<file path="src/logic/lbm_pkg.sv">
`default_nettype none

package lbm_pkg;

    // ------------------------------------------------------------
    // Number format
    // ------------------------------------------------------------
    localparam int FRAC_BITS = 13;

    // Q3.13 value and the raw product of two of them
    typedef logic signed [15:0] q_t;
    typedef logic signed [31:0] wide_t;

    // D2Q9 direction order, also the index into a population vector
    typedef enum logic [3:0] {
        D_NULL, D_N, D_NE, D_E, D_SE, D_S, D_SW, D_W, D_NW
    } dir_e;

    localparam int NUM_DIR = 9;

    typedef q_t [NUM_DIR-1:0] pop_vec_t;

    // Diagonal directions ne, se, sw and nw
    localparam logic [NUM_DIR-1:0] DIAG_MASK = 9'b1_0101_0100;

    // ------------------------------------------------------------
    // Fixed-point constants
    // ------------------------------------------------------------
    localparam q_t Q_ONE           = 16'sh2000;
    localparam q_t Q_TWO           = 16'sh4000;
    localparam q_t Q_THREE         = 16'sh6000;
    localparam q_t Q_THREE_HALVES  = 16'sh3000;
    localparam q_t Q_NINE_QUARTERS = 16'sh4800;

    // Lattice weights 4/9, 1/9 and 1/36
    localparam q_t W_NULL = 16'sh0e39;
    localparam q_t W_SIDE = 16'sh038e;
    localparam q_t W_DIAG = 16'sh00e4;

    // Stage latencies in clock cycles
    localparam int LAT_MOMENTS     = 2;
    localparam int LAT_VELOCITY    = 6;
    localparam int LAT_EQUILIBRIUM = 7;
    localparam int LAT_RELAX       = 2;
    localparam int LAT_TOTAL       = LAT_MOMENTS + LAT_VELOCITY + LAT_EQUILIBRIUM + LAT_RELAX;

    // Q3.13 multiply, result truncated toward minus infinity
    function automatic q_t q_mul(input q_t a, input q_t b);
        wide_t p;
        p = wide_t'(a) * wide_t'(b);
        return q_t'(p >>> FRAC_BITS);
    endfunction

endpackage

`default_nettype wire

</file>
<file path="src/logic/lbm_velocity.sv">
`timescale 1ns/1ps
`default_nettype none

module lbm_velocity
    import lbm_pkg::*;
(
    input  logic  clk,
    input  logic  rst,
    input  q_t    rho_m,
    input  wide_t mom_x,
    input  wide_t mom_y,
    output q_t    u_x_v,
    output q_t    u_y_v
);

    // Newton-Raphson iterates for 1/rho, seed 1.0
    q_t x1;
    q_t x2;
    q_t x2_h;
    q_t x3;
    q_t rx2;
    q_t rho_p1;
    q_t rho_p2;

    // Momentum follows its own item down the first four stages
    wide_t mx_p [4];
    wide_t my_p [4];
    wide_t px;
    wide_t py;

    always_ff @(posedge clk or posedge rst) begin
        if (rst) begin
            x1     <= '0;
            x2     <= '0;
            x2_h   <= '0;
            x3     <= '0;
            rx2    <= '0;
            rho_p1 <= '0;
            rho_p2 <= '0;
            for (int i = 0; i < 4; i++) begin
                mx_p[i] <= '0;
                my_p[i] <= '0;
            end
            px    <= '0;
            py    <= '0;
            u_x_v <= '0;
            u_y_v <= '0;
        end else begin
            mx_p[0] <= mom_x;
            my_p[0] <= mom_y;
            for (int i = 1; i < 4; i++) begin
                mx_p[i] <= mx_p[i-1];
                my_p[i] <= my_p[i-1];
            end

            // x1 = 2 - rho is the first step from x0 = 1
            x1     <= Q_TWO - rho_m;
            rho_p1 <= rho_m;

            x2     <= q_mul(x1, Q_TWO - q_mul(rho_p1, x1));
            rho_p2 <= rho_p1;

            rx2  <= q_mul(rho_p2, x2);
            x2_h <= x2;

            x3 <= q_mul(x2_h, Q_TWO - rx2);

            // Q3.13 momentum times Q3.13 reciprocal
            px <= (mx_p[3] >>> FRAC_BITS) * x3;
            py <= (my_p[3] >>> FRAC_BITS) * x3;

            u_x_v <= q_t'(px >>> FRAC_BITS);
            u_y_v <= q_t'(py >>> FRAC_BITS);
        end
    end

endmodule

`default_nettype wire

</file>
<file path="config.mk">
export PLATFORM = sky130hd
export DESIGN_NAME = lbm_velocity
export DESIGN_NICKNAME = d
export VERILOG_FILES = /design/src/logic/lbm_pkg.sv /design/src/logic/lbm_velocity.sv
export SDC_FILE = /design/constraint.sdc
export NUM_CORES = 2
export LEC_CHECK = 0
export BUFFER_PORTS_ARGS = -buffer_cell sky130_fd_sc_hd__buf_2
export CORE_MARGIN = 2
export CORE_UTILIZATION = 40
export DETAILED_ROUTE_END_ITERATION = 8
export RECOVER_POWER = 25
export SLEW_MARGIN = 20
export SYNTH_ARGS = -nofsm -noshare
export SYNTH_HDL_FRONTEND = slang
export SYNTH_SLANG_ARGS = --single-unit
</file>
<file path="constraint.sdc">
create_clock -name clk -period 17.8 [get_ports clk]
set_input_delay 0.89 -clock clk [delete_from_list [all_inputs] [get_ports clk]]
set_output_delay 0.89 -clock clk [all_outputs]
set_load 0.01 [all_outputs]
</file>
==> metrics.md <==
| Metric | Value |
|---|---|
| Final HPWL DP | 111200 µm |
| Initial core utilization | 40.14% |
| CTS Buffer Depth | 3 |
| PostCTS Resize Cnt | 0 |
| Clock Latency Late Sink | 630 ps |
| Top cell type's share of synthesized area | 46.47% |
| Per-cell routed wire length | 16.86 µm |
| Drt first pass iters | 7 |
| Vias | 40936 |
| Largest net degree at the start of global routing | 98 |
| Crit-path max FO | 17 |
| Post-synth cell types | 79 |
| TritonCTS Buffers | 40 |
| CP Class | reg2reg |
| Hold slack final | 317.3 ps |
| Max-slew violations | 0 |
| Top post-synthesis cells by area | fa_1, dfrtp_1, inv_1 |
| Xor and xnor area share after synthesis | 3.282% |
| FILL cells | 15050 |
| Final WL | 142600 µm |
| Fin Clk Skew | 34.85 ps |
| Normalized max-slew margin | 17.81% |
| Sequential area share after synthesis | 13.08% |
| H-Tree Level Count | 2 |
| First-pass GRT wire length | 240300 µm |
| Flops & latches, synth | 327 |
| Initial antenna violation count | 8 |
| Worst path arrival time | 14680 ps |
| Total gr overflow | 0 |
| CP Data Required Time | 18290 ps |
| Final Cycle Share | 79.77% |
| Port-buffer cells | 87 |
| Layout cells sized above 1 | 4.048% |
| Ys Warns | 0 |
| Cell mode on critical path | fa_1 |
| Top Ports | 114 |
| Nets@finish | 8359 |
| Mean Syn Cell Area | 9.759 µm² |
| CTS tree | yes |
| Root Buffer | clkbuf_16 |
| Crit path time final | 14200 ps |
| Cells after synthesis | 6410 |
| Post-synth EDFFs | 0 |
| Largest family of logic cells by synthesized area | adder cells |
| Post-synthesis mux area share | 0.05001% |
| Critical path's top delay family | adder cells |
| Most frequent cell after synthesis | inv_1 |
| Slowest CP cell | dfrtp_1 |
| CTS Hold Bufs | 0 |
| Adder-Cell Fraction of Synth Area | 55.67% |
| Commonest cells in the synthesized netlist | inv_1, fa_1, nand2_1 |
| Final Wtd Congestion | 0.8251 |
| Simple-Gate Fraction of Synth Area | 14.42% |
| Vias in the first global route | 45986 |
| Outcome | complete, no violations |
| Fin util | 42.74% |
| Die area | 0.1596 mm² |
| Critical Path Sink Type | flip-flop |
| Final setup viols | 0 |
| Die width | 399.5 µm |
| Area added between synthesis and finish | 6.479% |
| Largest regs | mx_p (76), my_p (76) |
| Ys async rst share | 100.0% |
| Fin Setup TNS | 0 ps |
| Core area | 0.1558 mm² |
| Largest area contributor in the netlist | fa_1 |
| RSZ-0062 raised after global routing | no |
| Compound-gate portion of the synthesized area | 2.168% |
| Fmax | 0.07043 GHz |
| Cell Rows | 145 |
| Crit path largest cell delay | 1160 ps |
| Top FF cell, synth | dfrtp_1 |
| Clock sink count | 327 |
| Startpoint types | flip-flop |
| Synth Net Count | 8403 |
| Worst-margin pin slew | 1233 ps |
| DRC violations left | 0 |
| Post-synthesis cell area | 0.06255 mm² |
| Clk pin slew, worst setup/hold paths | 70 ps |
| Total Routing Usage GR | 18.97% |
| Die height | 399.5 µm |
| 1st-iter DRT viols | 2082 |
| Hold Violations, Final | 0 |
| Post-CTS setup buffer count | 0 |
| Max Cap Viol | 0 |
| Antenna Nets Post-Route | 0 |
| Routed vias/inst | 4.840 |
| Worst Path Buf+Inv | 6 |
| Worst min path class | reg2reg |
## placed cells by master, fill, tap and decap left out, types with 5 or more instances in the layout
cell,n
a21o_1,21
and2_1,631
nand2b_1,44
inv_1,1640
nor3_1,35
a21oi_1,52
and3_1,11
or4_1,6
o21a_1,26
xnor2_1,173
nand3b_1,5
inv_8,6
o21ai_0,35
fa_1,1452
o21bai_1,5
clkbuf_1,18
nor2b_1,17
a211oi_1,5
or2_2,17
o211ai_1,8
clkbuf_16,40
nand3_1,29
nor2_1,110
buf_2,73
dfrtp_1,323
xor2_1,54
or3_1,9
nand4_1,6
buf_4,72
clkinv_4,6
nand2_1,902
clkbuf_8,6
ha_1,459
nor4_1,12
## cell type report
| cell class | instances | area, µm² | share of cell area [%] |
|---|---|---|---|
| Timing Repair Buffer | 159 | 958.4 | 1.439 |
| Inverter | 1642 | 6171 | 9.265 |
| Clock inverter | 24 | 307.8 | 0.4621 |
| Multi-Input combinational cell | 4196 | 47300 | 71.02 |
| Antenna cell | 2 | 5.005 | 0.007514 |
| Tap cell | 2058 | 2575 | 3.866 |
| Sequential cell | 327 | 8188 | 12.29 |
| Clock buffer | 50 | 1099 | 1.649 |
## worst paths after layout
kind	cells past startpoint	from	endpoint	slack, ps
setup / recovery	43	rho_p1[7]	x2[15]	3600
hold / removal	0	mx_p[59]	mx_p[27]	320
setup reg to reg	43	rho_p1[7]	x2[15]	3600
hold reg to reg	0	mx_p[59]	mx_p[27]	320
max in group asynchronous	4	rst	u_y_v[4]	15320
min in group asynchronous	2	rst	u_x_v[15]	330
## cells by family (layout without fill, tap and decap cells)
| kind of cell | after synthesis | after routing |
|---|---|---|
| compound gates | 198 | 198 |
| xor+xnor | 232 | 232 |
| fa+ha+maj | 1912 | 1912 |
| buf+inv | 1887 | 1875 |
| flops | 327 | 327 |
| mux | 3 | 3 |
| other cells | 0 | 2 |
| simple gates | 1851 | 1851 |
## metrics by stage
step | cells | area (µm²) | worst slack [ps]
2_1_floorplan | 6410 | 62550 | 5272
3_5_place_dp | 8382 | 65210 | 3530
6_report | 8458 | 66610 | 3602
3_3_place_gp | 8382 | 65210 | 3743
4_1_cts | 8456 | 66620 | 3520
5_1_grt | 8457 | 66600 | 2884
## routing by layer
layer	routed length [µm]	up-vias	GRT usage, %	part of all wire (%)
li1	-	18264	-	-
met1	60990	21587	25.22	43
met2	71470	907	33.06	50
met3	7183	178	2.248	5.0
met4	2979	0	4.451	2.1
met5	0	-	0	0
Power is not shown: default switching activity piles up to over one toggle a cycle in this logic, so the estimate is an artifact.
