[src/logic/lbm_pkg.sv]
`default_nettype none

package lbm_pkg;

    // ------------------------------------------------------------
    // Number format
    // ------------------------------------------------------------
    localparam int FRAC_BITS = 13;

    // Q3.13 value and the raw product of two of them
    typedef logic signed [15:0] q_t;
    typedef logic signed [31:0] wide_t;

    // D2Q9 direction order, also the index into a population vector
    typedef enum logic [3:0] {
        D_NULL, D_N, D_NE, D_E, D_SE, D_S, D_SW, D_W, D_NW
    } dir_e;

    localparam int NUM_DIR = 9;

    typedef q_t [NUM_DIR-1:0] pop_vec_t;

    // Diagonal directions ne, se, sw and nw
    localparam logic [NUM_DIR-1:0] DIAG_MASK = 9'b1_0101_0100;

    // ------------------------------------------------------------
    // Fixed-point constants
    // ------------------------------------------------------------
    localparam q_t Q_ONE           = 16'sh2000;
    localparam q_t Q_TWO           = 16'sh4000;
    localparam q_t Q_THREE         = 16'sh6000;
    localparam q_t Q_THREE_HALVES  = 16'sh3000;
    localparam q_t Q_NINE_QUARTERS = 16'sh4800;

    // Lattice weights 4/9, 1/9 and 1/36
    localparam q_t W_NULL = 16'sh0e39;
    localparam q_t W_SIDE = 16'sh038e;
    localparam q_t W_DIAG = 16'sh00e4;

    // Stage latencies in clock cycles
    localparam int LAT_MOMENTS     = 2;
    localparam int LAT_VELOCITY    = 6;
    localparam int LAT_EQUILIBRIUM = 7;
    localparam int LAT_RELAX       = 2;
    localparam int LAT_TOTAL       = LAT_MOMENTS + LAT_VELOCITY + LAT_EQUILIBRIUM + LAT_RELAX;

    // Q3.13 multiply, result truncated toward minus infinity
    function automatic q_t q_mul(input q_t a, input q_t b);
        wide_t p;
        p = wide_t'(a) * wide_t'(b);
        return q_t'(p >>> FRAC_BITS);
    endfunction

endpackage

`default_nettype wire

[src/logic/lbm_moments.sv]
`timescale 1ns/1ps
`default_nettype none

module lbm_moments
    import lbm_pkg::*;
(
    input  logic     clk,
    input  logic     rst,
    input  pop_vec_t f_in,
    output q_t       rho_m,
    output wide_t    mom_x,
    output wide_t    mom_y,
    output pop_vec_t f_m
);

    // Input latch
    q_t f_l [NUM_DIR];

    always_ff @(posedge clk or posedge rst) begin
        if (rst) begin
            for (int d = 0; d < NUM_DIR; d++) begin
                f_l[d] <= '0;
            end
            f_m   <= '0;
            rho_m <= '0;
            mom_x <= '0;
            mom_y <= '0;
        end else begin
            for (int d = 0; d < NUM_DIR; d++) begin
                f_l[d] <= f_in[d];
                f_m[d] <= f_l[d];
            end

            // Density wraps at 16 bits
            rho_m <= f_l[D_NULL] + f_l[D_N] + f_l[D_NE] + f_l[D_E] + f_l[D_SE]
                   + f_l[D_S] + f_l[D_SW] + f_l[D_W] + f_l[D_NW];

            // Momentum carried in Q.26 for the reciprocal multiply
            mom_x <= (f_l[D_E] - f_l[D_W] + f_l[D_NE] - f_l[D_SW] - f_l[D_NW] + f_l[D_SE])
                     <<< FRAC_BITS;
            mom_y <= (f_l[D_N] - f_l[D_S] + f_l[D_NE] - f_l[D_SW] + f_l[D_NW] - f_l[D_SE])
                     <<< FRAC_BITS;
        end
    end

endmodule

`default_nettype wire

[config.mk]
export PLATFORM = sky130hd
export DESIGN_NAME = lbm_moments
export DESIGN_NICKNAME = d
export VERILOG_FILES = /design/src/logic/lbm_pkg.sv /design/src/logic/lbm_moments.sv
export SDC_FILE = /design/constraint.sdc
export NUM_CORES = 1
export LEC_CHECK = 0
export BUFFER_PORTS_ARGS = -buffer_cell sky130_fd_sc_hd__buf_2
export CAP_MARGIN = 5
export CORE_MARGIN = 4
export CORE_UTILIZATION = 45
export CTS_CLUSTER_DIAMETER = 100
export DETAILED_ROUTE_END_ITERATION = 12
export GPL_TIMING_DRIVEN = 0
export HOLD_SLACK_MARGIN = 0.15
export PLACE_DENSITY = 0.68
export REMOVE_ABC_BUFFERS = 1
export SYNTH_ARGS = -nofsm -noshare
export SYNTH_HDL_FRONTEND = slang
export SYNTH_SLANG_ARGS = --single-unit
[constraint.sdc]
create_clock -name clk -period 12.53 [get_ports clk]
set_input_delay 1.8795 -clock clk [delete_from_list [all_inputs] [get_ports clk]]
set_output_delay 1.8795 -clock clk [all_outputs]
set_load 0.005 [all_outputs]
==> results_dict.tcl <==
set metrics [dict create \
    finalSetupTns_ns 0 \
    worst_path_max_delay_cell "sky130_fd_sc_hd__fa_1" \
    yosys.area.top_type_share_pct 51.5 \
    minimum_hold_slack_ns 0.372 \
    synth_warnings 0 \
    worstPathRequired_ns 13.00 \
    first_pass_grt_wire_length_um 58900 \
    synthSimpleGateAreaFrac_pct 2.39 \
    critical_path.reg2reg.startpoint "f_l[1]" \
    final.period_utilization_pct 38.2 \
    finalNetCount 1997 \
    vias_per_cell 4.50 \
    pin_count 370 \
    synth-compound-area-share_pct 4.11 \
    finalMaxSlewViolations 0 \
    setup_slack_ns 7.74 \
    leakagePower_nw 10.3 \
    globalRoute.totalOverflow 0 \
    critPathMaxStageDelay_ns 0.52 \
    row_count 70 \
    fp.coreArea_um2 36500 \
    tritoncts "built" \
    r2r_setup_slack_ns 7.74 \
    hold_violation_count_in_the_final_report 0 \
    start_util_pct 45.5 \
    path_clk_slew_ns 0.06 \
    cp_data_arrival_time_ns 5.26 \
    mappedNetlistArea_um2 16600 \
    timing.setup.critical_path_class "reg2reg" \
    hold_path.startpoint "f_l[2]" \
    floorplan.die.height_um 200 \
    cts_hold_repair.buffers 0 \
    hold_path_class "reg2reg" \
    critical_path.startpoint_type "flop" \
    cts-htree-levels 2 \
    path_buf_inv 5 \
    finalSetupViolCount 0 \
    worstSkewPairLatency_ns 0.54 \
    switching_share_pct 37.7 \
    vdd_drop_max_mv 0.133 \
    post_synth_top_flop "sky130_fd_sc_hd__dfrtp_1" \
    cp_max_fo 5 \
    outcome "finished, final reports clean" \
    timing.critical_path.cells "inv_1, fa_1, inv_1, fa_1, fa_1, inv_1, fa_1, inv_1, ha_1, inv_1, fa_1, nor2b_1, o31a_1, nor2_1, o21ai_0, a22oi_1, a21oi_1, xor2_1" \
    synth_sequential_area_ratio_pct 51.5 \
    area_growth_syn_to_layout_pct 21.0 \
    worstMarginPinSlew_ns 0.574 \
    drc 0 \
    dr_total_vias 9300 \
    ant_nets 0 \
    grt_usage_pct 18.9 \
    cell_pwr_density_nw_per_um2 233 \
    numCtsBuffers 37 \
    synth_top_family_by_area "adder cells" \
    place_ws_ns 7.66 \
    crit_path_start "f_l[1]" \
    layout-drive-gt1-share_pct 26.3 \
    timing.fmax_mhz 209 \
    post_cts.resized_instances 0 \
    wire_per_inst_um 17.5 \
    async_reset_ff_share_pct 100 \
    layout_min_cycle_time_ns 4.79 \
    synthCells 1193 \
    first_global_vias 10900 \
    die_area_um2 40000 \
    pwr-share-comb_pct 48.4 \
    rr_endpoint "rho_m[14]" \
    synth_mux_area_share_pct 0.0603 \
    post-place-cells 2004 \
    power.internal_mw 2.91 \
    dp_hpwl_um 29600 \
    timing.max_slew.rel_slack_pct 61.7 \
    antenna_cells 0 \
    postSynthRegisterBits 342 \
    power.share.clock_pct 22.9 \
    dpl-instance-area_um2 18900 \
    clkSinkCount 342 \
    rr_worst_depth 18 \
    critPathCaptureType "flop" \
    synth.top_cells.by_area "sky130_fd_sc_hd__dfrtp_1 52%, sky130_fd_sc_hd__fa_1 27%, sky130_fd_sc_hd__inv_1 7.1%" \
    layout_cells_excl_fill 2067 \
    synth_enable_flop_cells 0 \
    yosys.area_share.adder_pct 30.8 \
    grt_antenna_before_repair 0 \
    routed_wl_um 36300 \
    synth.distinct_cells 53 \
    die_width_um 200 \
    drt_pre_antenna_iters 4 \
    share_seq_of_total_power_pct 28.6 \
    grt_setup_unrepaired "no" \
    portBuffers 343 \
    worstHoldEndpoint "f_m[130]" \
    timing.clock.skew_ns 0.0145 \
    drtIter0Drc 368 \
    min_delay_path_depth 0 \
    avgSynthCellArea_um2 13.9 \
    ctsLongestPathBuffers 3 \
    finalInstanceArea_um2 20100 \
    grt_start_max_net_pins 103 \
    synth_top_area_cell "sky130_fd_sc_hd__dfrtp_1" \
    layout.core_utilization_pct 55.0 \
    total_switching_power_mw 1.76 \
    total_power_mw 4.68 \
    synth_xor_area_share_pct 2.79 \
    cp_top_family "adder cells" \
    cts.repair_timing.setup_buffer_count 0 \
    ctsRootBufferMaster "sky130_fd_sc_hd__clkbuf_16" \
    critical_path_cell_count 18 \
    gp_congestion 0.838 \
    max_cap_viol_count 0 \
]
worst max path at each step:
stage           endpoint  slack [ns]
2_1_floorplan     f_l[0]        1.17
3_3_place_gp    f_m[106]       -1.91
3_5_place_dp   rho_m[14]        7.66
4_1_cts        rho_m[14]        7.64
5_1_grt        rho_m[14]        7.42
6_report       rho_m[14]        7.74
cell type report:
cell class,count,area [µm²]
inverter,312,1180
fill,3025,16400
sequential,342,8560
multi-input combinational,536,6770
clock buffer,46,1040
clock inverter,17,160
timing repair buffer,346,1800
tap,468,586
Yosys cell counts, types with 2 or more instances:
| master | instances |
|---|---|
| sky130_fd_sc_hd__and4_1 | 2 |
| sky130_fd_sc_hd__a31oi_2 | 2 |
| sky130_fd_sc_hd__xnor2_1 | 39 |
| sky130_fd_sc_hd__fa_1 | 222 |
| sky130_fd_sc_hd__a21o_1 | 11 |
| sky130_fd_sc_hd__a211oi_1 | 2 |
| sky130_fd_sc_hd__nand2b_1 | 6 |
| sky130_fd_sc_hd__nor3_1 | 8 |
| sky130_fd_sc_hd__o21ai_0 | 17 |
| sky130_fd_sc_hd__o21a_1 | 4 |
| sky130_fd_sc_hd__inv_1 | 312 |
| sky130_fd_sc_hd__dfrtp_1 | 342 |
| sky130_fd_sc_hd__nor2_1 | 21 |
| sky130_fd_sc_hd__buf_4 | 26 |
| sky130_fd_sc_hd__ha_1 | 54 |
| sky130_fd_sc_hd__nand2_1 | 22 |
| sky130_fd_sc_hd__o21bai_1 | 4 |
| sky130_fd_sc_hd__nand4_1 | 2 |
| sky130_fd_sc_hd__nand3_1 | 5 |
| sky130_fd_sc_hd__a31oi_1 | 5 |
| sky130_fd_sc_hd__a21oi_2 | 2 |
| sky130_fd_sc_hd__a22oi_1 | 2 |
| sky130_fd_sc_hd__a21oi_1 | 30 |
| sky130_fd_sc_hd__xor2_1 | 14 |
| sky130_fd_sc_hd__and3_1 | 4 |
| sky130_fd_sc_hd__o21ai_2 | 2 |
| sky130_fd_sc_hd__or2_2 | 2 |
| sky130_fd_sc_hd__nor2b_1 | 4 |
| sky130_fd_sc_hd__o2111ai_1 | 2 |
| sky130_fd_sc_hd__and2_1 | 2 |
layer usage:
layer  track usage (%)  part of all wire [%]  vias up
met5                 0                     0        -
met3              5.81                   7.2       57
met2              34.6                    54      260
li1                  -                     -     4255
met4              5.46                   2.8        0
met1              21.5                    36     4728
power by group through the flow:
stage               Sequential [mW]  Combinational, mW  Clock, mW
finish                         1.34               2.27       1.07
global placement               1.36               2.23          0
detailed placement             1.36               2.29          0
floorplan                      1.37               1.62          0
CTS                            1.34               2.31       1.11
global route                   1.35               2.58       1.16
state kept, by name, summed over array words and instances (netlist names):
register and count:
f_l 144, f_m 144, mom_x 19, mom_y 19
rho_m 16
cells in the final DEF (no fill, tap or decap), drive strengths merged, types with 20 or more instances in the layout:
master and count:
xnor2 39, nor2 21, inv 315, fa 222, nand2 22, clkbuf 46
conb 26, o21ai 20, dfrtp 342, buf 346, a21oi 32, ha 54
kinds of logic (layout without fill, tap and decap cells):
logic type	after synthesis	after routing
AOI/OAI and AO/OA	98	98
xor gates and xnor gates	53	53
adders and majority gates	276	276
buffers and inverters	340	721
DFF	342	342
muxes	1	1
other	1	26
and+or+nand+nor	82	82
No activity file was read; power rests on OpenSTA's default activity.
