`src/logic/lbm_delay.sv`:
```
`timescale 1ns/1ps
`default_nettype none

module lbm_delay #(
    parameter int DEPTH = 1,
    parameter int WIDTH = 16
) (
    input  logic             clk,
    input  logic             rst,
    input  logic [WIDTH-1:0] d,
    output logic [WIDTH-1:0] q
);

    logic [WIDTH-1:0] stage [DEPTH];

    always_ff @(posedge clk or posedge rst) begin
        if (rst) begin
            for (int i = 0; i < DEPTH; i++) begin
                stage[i] <= '0;
            end
        end else begin
            stage[0] <= d;
            for (int i = 1; i < DEPTH; i++) begin
                stage[i] <= stage[i-1];
            end
        end
    end

    assign q = stage[DEPTH-1];

endmodule

`default_nettype wire

```
`config.mk`:
```
export PLATFORM = sky130hd
export DESIGN_NAME = lbm_delay
export DESIGN_NICKNAME = d
export VERILOG_FILES = /design/src/logic/lbm_delay.sv
export SDC_FILE = /design/constraint.sdc
export NUM_CORES = 1
export LEC_CHECK = 0
export BUFFER_PORTS_ARGS = -buffer_cell sky130_fd_sc_hd__buf_2
export CORE_AREA = 2 2 39 41
export CTS_BUF_LIST = sky130_fd_sc_hd__clkbuf_4
export CTS_CLUSTER_DIAMETER = 30
export DETAILED_ROUTE_END_ITERATION = 7
export DIE_AREA = 0 0 41 43
export GPL_TIMING_DRIVEN = 0
export PLACE_DENSITY_LB_ADDON = 0.25
export SLEW_MARGIN = 40
export SYNTH_ARGS = -nofsm -noshare
export SYNTH_HDL_FRONTEND = slang
export SYNTH_SLANG_ARGS = --single-unit
```
`constraint.sdc`:
```
create_clock -name clk -period 0.8 [get_ports clk]
set_input_delay 0.08 -clock clk [delete_from_list [all_inputs] [get_ports clk]]
set_output_delay 0.08 -clock clk [all_outputs]
set_load 0.1 [all_outputs]
```
==> summary.md, run 1 <==
| Metric | Value |
|---|---|
| Status | `finished with violations` |
| Failing checks | `hold timing, setup timing` |
| Crit-path cells | `buf_6` |
| WP buf/inv | `1` |
| Register area | `420 um2` |
| Clock Sinks | `16` |
| Max Cap Violations | `0` |
| Post CTS Setup Buffer Count | `0` |
| Pin count of the biggest net entering global routing | `17` |
| Ys Warns | `0` |
| Syn Std Cell Area | `404 um2` |
| Starting density of the core | `0.292` |
| PwrDens | `1960 nW/um2` |
| CP required | `0.72 ns` |
| CTS tree | `done` |
| Max reg flops | `16` |
| Largest delay share family, worst path | `flip-flops` |
| VDD IR max | `1420 uV` |
| Total GRT Usage | `0.142` |
| Multi-input combinational cell area | `0 um2` |
| Slew HR | `0.616` |
| Vias per inst | `3.87` |
| Sum of negative setup slack | `-2.29 ns` |
| Tmin final | `0.953 ns` |
| Rows | `14` |
| Die X-Extent | `41 um` |
| Post-route ant nets | `0` |
| CORE AREA | `1380 um2` |
| Most frequent cells in the layout | `buf_2, dlygate4sd3_1, dfrtp_2, buf_6, buf_8` |
| Least-Margin Pin Slew | `0.575 ns` |
| F_max | `1.05 GHz` |
| Max Slew Vio Count | `0` |
| Final Setup Violations | `16` |
| Die Area | `1760 um2` |
| Ant. Diodes | `0` |
| Unrepaired setup endpoints after global routing | `true` |
| Kind of end point of the critical path | `output pin` |
| Global placement routability congestion | `0.554` |
| Setup CP Type | `reg2out` |
| CTS Buffer Depth | `2` |
| WL per Instance | `12.0 um` |
| Area of placed instances | `609 um2` |
| Largest cells by area after synthesis | `dfrtp_1, inv_1` |
| Area grow syn2layout | `132%` |
| Pre-CTS setup slack | `-0.0337 ns` |
| Seq/Total Area, Yosys | `0.991` |
| Post-layout util | `0.677` |
| Tcrit/Tclk final | `1.19` |
| GR Overflow Total | `0` |
| Syn Area/Cell | `23.8 um2` |
| Mapped Nets | `35` |
| Area leader, netlist | `dfrtp_1` |
| First-pass DRT Iterations | `1` |
| Post-route cell area | `937 um2` |
| Layout Nets | `89` |
| Worst path max stage delay | `0.41 ns` |
| Slowest stage cell on the critical path | `dfrtp_2` |
| Vias in the first global route | `369` |
| Leak pwr | `0.437 nW` |
| Worst Hold Class | `in2async` |
| Initial DRC Count | `0` |
| Routed WL | `1020 um` |
| Worst Path Arrival | `0.87 ns` |
| Cell variety after synth | `2` |
| #FFs+latches synth | `16` |
| Via count | `329` |
| Multi-input comb cells | `0` |
| Commonest non-fill, non-tap cell in the layout | `buf_2` |
| Final Hold Vio Count | `16` |
| Layout cells sized above 1 | `0.754` |
| CP Launch Type | `flip-flop` |
| Area share of the largest cell type after synthesis | `0.991` |
| # hold bufs at CTS | `16` |
| First-pass GRT wire length | `1510 um` |
| WHS | `-0.156 ns` |
| Syn Inst Count | `17` |
| Drt drc | `0` |
| Crit path max fanout | `1` |
| Port Buffer Count | `33` |
| Clock-pin slew on the worst setup and hold paths | `0.09 ns` |
| Root Driver | `clkbuf_4` |
| H-tree depth | `1` |
| PnR worst setup slack | `-0.153 ns` |
| Ports | `34` |
| Num CTS Buffers | `3` |
| Initial antenna violation count | `0` |
| Die H | `43 um` |
| Filler cells | `94` |
[synthesized netlist by cell type (all sizes together)]
cell,count
inv,1
dfrtp,16
[through the flow]
stage,std cells,total power [mW]
finish,85,1.83
global route,85,1.89
CTS,85,1.83
detailed placement,66,1.29
global placement,66,1.29
floorplan,17,1.21
[cell families after synthesis]
family	count (synthesis)	share of synthesized area
flip-flops	16	0.991
buffers and inverters	1	0.00928
[power breakdown]
part,internal [mW],switching [mW],total (mW)
logic,0.184,0.364,0.548
registers,0.856,0.0250,0.881
clock network,0.174,0.231,0.405
[worst paths after layout]
check,start,endpoint,slack (ns),cells after the start
worst max-delay path,q[2],q[2],-0.15,1
worst min-delay path,rst,q[9],-0.16,2
max in group asynchronous,rst,q[15],0.54,2
min in group clk,d[13],q[13],0.44,2
[repair_timing]
action                                  4_1_cts  5_1_grt
hold endpoints to repair                     32       16
resized for setup                            39        4
endpoints found under the setup margin       16       16
[area by class of cell]
cell class / count / area share
Sequential cell: 16 / 0.449
Tap cell: 16 / 0.0214
Clock buffer: 3 / 0.0240
Timing Repair Buffer: 49 / 0.502
Inverter: 1 / 0.00401
[metal layers]
| layer | part of all wire | wire [um] | GRT usage |
|---|---|---|---|
| met1 | 0.35 | 354 | 0.128 |
| met2 | 0.56 | 575 | 0.247 |
| met3 | 0.074 | 76 | 0.0366 |
| met4 | 0.014 | 14 | 0.100 |
| met5 | 0 | 0 | 0 |
Power figures use the tool's default switching activity.
==> run 2: changes to the inputs <==
Clock period 0.8 ns to 1.2 ns, I/O delays scaled along.
==> run 2 against run 1 <==
  * The flow now finishes without violations
  * Non-clock buffer count grew 1
  * Clock power shrank 32%
  * Sequential share of layout area grew 5.5 points
==> summary.md, run 2 (synthesis results as in run 1) <==
| Metric | Value |
|---|---|
| Setup CP Type | `reg2out` |
| Switching fraction of total power | `0.346` |
| CTS tree | `done` |
| Post-route cell area | `796 um2` |
| Post-route ant nets | `0` |
| Status | `completed` |
| Global placement routability congestion | `0.516` |
| First-pass DRT Iterations | `1` |
| Post-layout util | `0.575` |
| Tmin final | `1.15 ns` |
| Clock-pin slew on the worst setup and hold paths | `0.09 ns` |
| Least-Margin Pin Slew | `0.573 ns` |
| Crit path max fanout | `1` |
| Final Setup Violations | `0` |
| Post CTS Setup Buffer Count | `0` |
| CP Launch Type | `flip-flop` |
| Area of placed instances | `589 um2` |
| Drt drc | `0` |
| Layout Nets | `90` |
| Sw power | `0.404 mW` |
| Kind of end point of the critical path | `output pin` |
| Max Cap Violations | `0` |
| Internal power | `0.763 mW` |
| Final Hold Vio Count | `0` |
| Hpwl dp | `529 um` |
| Commonest non-fill, non-tap cell in the layout | `buf_2` |
| Vias per inst | `3.94` |
| F_max | `0.869 GHz` |
| Slew HR | `0.618` |
| Area grow syn2layout | `96.9%` |
| Leak pwr | `0.411 nW` |
| Combinational share of power | `0.273` |
| CP required | `1.08 ns` |
| Tcrit/Tclk final | `0.959` |
| First-pass GRT wire length | `1390 um` |
| Starting density of the core | `0.292` |
| PwrDens | `1470 nW/um2` |
| Layout cells sized above 1 | `0.507` |
| Sequential Power Share | `0.491` |
| GR Overflow Total | `0` |
| Port Buffer Count | `33` |
| WHS | `0.434 ns` |
| Routed WL | `887 um` |
| Cell depth of the worst setup path | `1` |
| Clock share of power | `0.237` |
| Crit-path cells | `buf_2` |
| Sum of negative setup slack | `0 ns` |
| Multi-input comb cells | `0` |
| Die Area | `1760 um2` |
| Total GRT Usage | `0.120` |
| Die H | `43 um` |
| Slowest stage cell on the critical path | `buf_2` |
| Fin cells | `87` |
| Initial antenna violation count | `0` |
| Worst Path Arrival | `1.03 ns` |
| Unrepaired setup endpoints after global routing | `false` |
| H-tree depth | `1` |
| Max Slew Vio Count | `0` |
| WP buf/inv | `1` |
| CTS Buffer Depth | `2` |
| # placed instances | `66` |
| Initial DRC Count | `0` |
| VDD IR max | `824 uV` |
| Worst path max stage delay | `0.42 ns` |
| Num CTS Buffers | `3` |
| Pin count of the biggest net entering global routing | `17` |
| Largest delay share family, worst path | `buffers and inverters` |
| Ports | `34` |
| Die X-Extent | `41 um` |
| Max reg flops | `16` |
| Root Driver | `clkbuf_4` |
| Multi-input combinational cell area | `0 um2` |
| Ant. Diodes | `0` |
| Via count | `343` |
| Vias in the first global route | `370` |
| CORE AREA | `1380 um2` |
| Worst Hold Class | `in2async` |
| Rows | `14` |
| Clock Sinks | `16` |
| WL per Instance | `10.2 um` |
| Most frequent cells in the layout | `buf_2, dlygate4sd3_1, dfrtp_1, clkbuf_4` |
| Filler cells | `127` |
[run 2: cell types whose count changed in the layout (fill, tap and decap cells not counted), sizes merged]
cell and change:
clkinv +1, clkbuf +4, buf -4, dlygate4sd3 +1
[run 2: worst paths after layout]
kind / startpoint / slack (ns) / to
setup / recovery: q[1] / 0.05 / q[1]
hold / removal: rst / 0.43 / q[14]
max in group asynchronous: rst / 0.39 / q[13]
min in group clk: d[5] / 0.48 / q[5]
[run 2: final cells by class]
cell class	instances	area, um2	share of cell area
repair buffers	50	345	0.434
inverters	1	3.75	0.00472
clock buffers	3	22.5	0.0283
flip-flops and latches	16	400	0.503
clock inverters	1	3.75	0.00472
well taps	16	20.0	0.0252
[run 2: layer usage]
metal,share of wire,vias up,track usage
met4,0,0,0.0400
met2,0.58,19,0.231
met1,0.34,165,0.107
li1,-,159,-
met5,0,-,0
met3,0.073,0,0.0314
[run 2: per-stage QoR]
| stage | setup WS (ns) | power, mW |
|---|---|---|
| finish | 0.0493 | 1.17 |
| CTS | 0.0340 | 1.17 |
| global route | 0.00814 | 1.23 |
| global placement | 0.358 | 0.854 |
| floorplan | 0.197 | 0.797 |
| detailed placement | 0.350 | 0.856 |
[run 2: what timing repair did]
action / 4_1_cts / 5_1_grt
hold buffers: 17 / 0
endpoints found under the hold margin: 32 / 0
setup endpoints to repair: 0 / 4
gates resized for setup: 0 / 4
[run 2: power by group through the flow]
stage / combinational, mW / clock [mW] / sequential (mW)
6_report: 0.318 / 0.276 / 0.572
5_1_grt: 0.332 / 0.319 / 0.575
4_1_cts: 0.316 / 0.287 / 0.572
3_5_place_dp: 0.274 / 0 / 0.582
3_3_place_gp: 0.272 / 0 / 0.581
2_1_floorplan: 0.00814 / 0 / 0.789
==> run 3: changes to the inputs <==
Settings changed: GPL_TIMING_DRIVEN 0 to unset.
==> run 3 against run 2 <==
  * Clock power fell by 2%
  * Via count fell by 1.7%
  * Total power shrank 0.48%
  * Design area up 0.31%
  * Critical endpoint is now q[7]
  * Worst hold slack improved by 0.0041 ns
==> summary.md, run 3 (synthesis results as in run 1) <==
| Metric | Value |
|---|---|
| Status | `completed` |
| CTS tree | `done` |
| Area of placed instances | `589 um2` |
| # placed instances | `66` |
| CP Launch Type | `flip-flop` |
| Worst Path Arrival | `1.03 ns` |
| Port Buffer Count | `33` |
| Crit. Startpoint | `q[7]` |
| Starting density of the core | `0.292` |
| Setup CP Type | `reg2out` |
| Ant. Diodes | `0` |
| Layout cells sized above 1 | `0.507` |
| PnR worst setup slack | `0.0532 ns` |
| Total GRT Usage | `0.113` |
| Sw power | `0.397 mW` |
| Filler cells | `124` |
| Initial DRC Count | `0` |
| CP required | `1.08 ns` |
| Num CTS Buffers | `3` |
| Die H | `43 um` |
| Rows | `14` |
| Crit path max fanout | `1` |
| Area grow syn2layout | `97.5%` |
| CORE AREA | `1380 um2` |
| Sum of negative setup slack | `0 ns` |
| Global placement routability congestion | `0.517` |
| Commonest non-fill, non-tap cell in the layout | `buf_2` |
| Post-route ant nets | `0` |
| Tcrit/Tclk final | `0.956` |
| Worst path max stage delay | `0.42 ns` |
| Internal power | `0.763 mW` |
| Sequential Power Share | `0.492` |
| Slew HR | `0.614` |
| PwrDens | `1450 nW/um2` |
| Largest delay share family, worst path | `buffers and inverters` |
| Post CTS Setup Buffer Count | `0` |
| F_max | `0.872 GHz` |
| WP buf/inv | `1` |
| Root Driver | `clkbuf_4` |
| Drt drc | `0` |
| H-tree depth | `1` |
| Final Power | `1.16 mW` |
| Max Cap Violations | `0` |
| Switching fraction of total power | `0.342` |
| Vias in the first global route | `348` |
| Post-route cell area | `798 um2` |
| Leak pwr | `0.411 nW` |
| Via count | `337` |
| First-pass DRT Iterations | `1` |
| Pin count of the biggest net entering global routing | `17` |
| WHS | `0.438 ns` |
| Final Hold Vio Count | `0` |
| Multi-input combinational cell area | `0 um2` |
| Layout Nets | `90` |
| Crit-path cells | `buf_2` |
| Max reg flops | `16` |
| Kind of end point of the critical path | `output pin` |
| Ports | `34` |
| Least-Margin Pin Slew | `0.578 ns` |
| Most frequent cells in the layout | `buf_2, dlygate4sd3_1, dfrtp_1, clkbuf_4` |
| Unrepaired setup endpoints after global routing | `false` |
| Clock-pin slew on the worst setup and hold paths | `0.08 ns` |
| Routed WL | `833 um` |
| Pre-CTS setup slack | `0.347 ns` |
| Final Setup Violations | `0` |
| Vias per inst | `3.87` |
| Clock Sinks | `16` |
| CTS Buffer Depth | `2` |
| Post-layout util | `0.577` |
| Clock share of power | `0.233` |
| Fin cells | `87` |
| First-pass GRT wire length | `1280 um` |
| WL per Instance | `9.57 um` |
| VDD IR max | `692 uV` |
| Tmin final | `1.15 ns` |
| Multi-input comb cells | `0` |
| Slowest stage cell on the critical path | `buf_2` |
| Combinational share of power | `0.275` |
| Die X-Extent | `41 um` |
| Initial antenna violation count | `0` |
| Die Area | `1760 um2` |
| GR Overflow Total | `0` |
| Max Slew Vio Count | `0` |
| Worst Hold Class | `in2async` |
[run 3: cell count changes in the layout (fill, tap and decap cells not counted)]
| cell | change |
|---|---|
| buf_2 | -1 |
| clkbuf_4 | +1 |
[run 3: metal layers]
layer | track usage | wire [um] | vias up
li1 | - | - | 159
met1 | 0.104 | 291 | 157
met2 | 0.184 | 455 | 19
met3 | 0.0628 | 80 | 2
met4 | 0.0600 | 6 | 0
met5 | 0 | 0 | -
[run 3: worst min-delay path, cell delays in order]
cell           delay, ns
dlygate4sd3_1       0.53
buf_2               0.12
inv_1               0.42
[run 3: timing repair]
action | 4_1_cts | 5_1_grt
gates resized for setup | 0 | 5
endpoints found under the hold margin | 32 | 0
endpoints found under the setup margin | 0 | 5
hold buffers | 17 | 0
[run 3: layout make-up]
cell class,count,area [um2],share of cell area
clock inverter,1,3.75,0.00470
inverter,1,3.75,0.00470
clock buffer,3,22.5,0.0282
timing repair buffer,50,348,0.436
tap,16,20.0,0.0251
sequential,16,400,0.502
[run 3: worst max path at each step]
stage	slack, ns	to	cells past startpoint
after global routing	0.01	q[15]	1
final	0.05	q[7]	1
after CTS	0.03	q[7]	1
after global placement	0.36	q[7]	1
after floorplan	0.20	q[0]	0
after detailed placement	0.35	q[7]	1
[run 3: power groups by stage]
stage / clock network (mW) / registers (mW) / logic, mW
after floorplan: 0 / 0.789 / 0.00814
after global placement: 0 / 0.581 / 0.272
after detailed placement: 0 / 0.582 / 0.275
after CTS: 0.288 / 0.571 / 0.317
after global routing: 0.317 / 0.574 / 0.332
final: 0.271 / 0.571 / 0.319
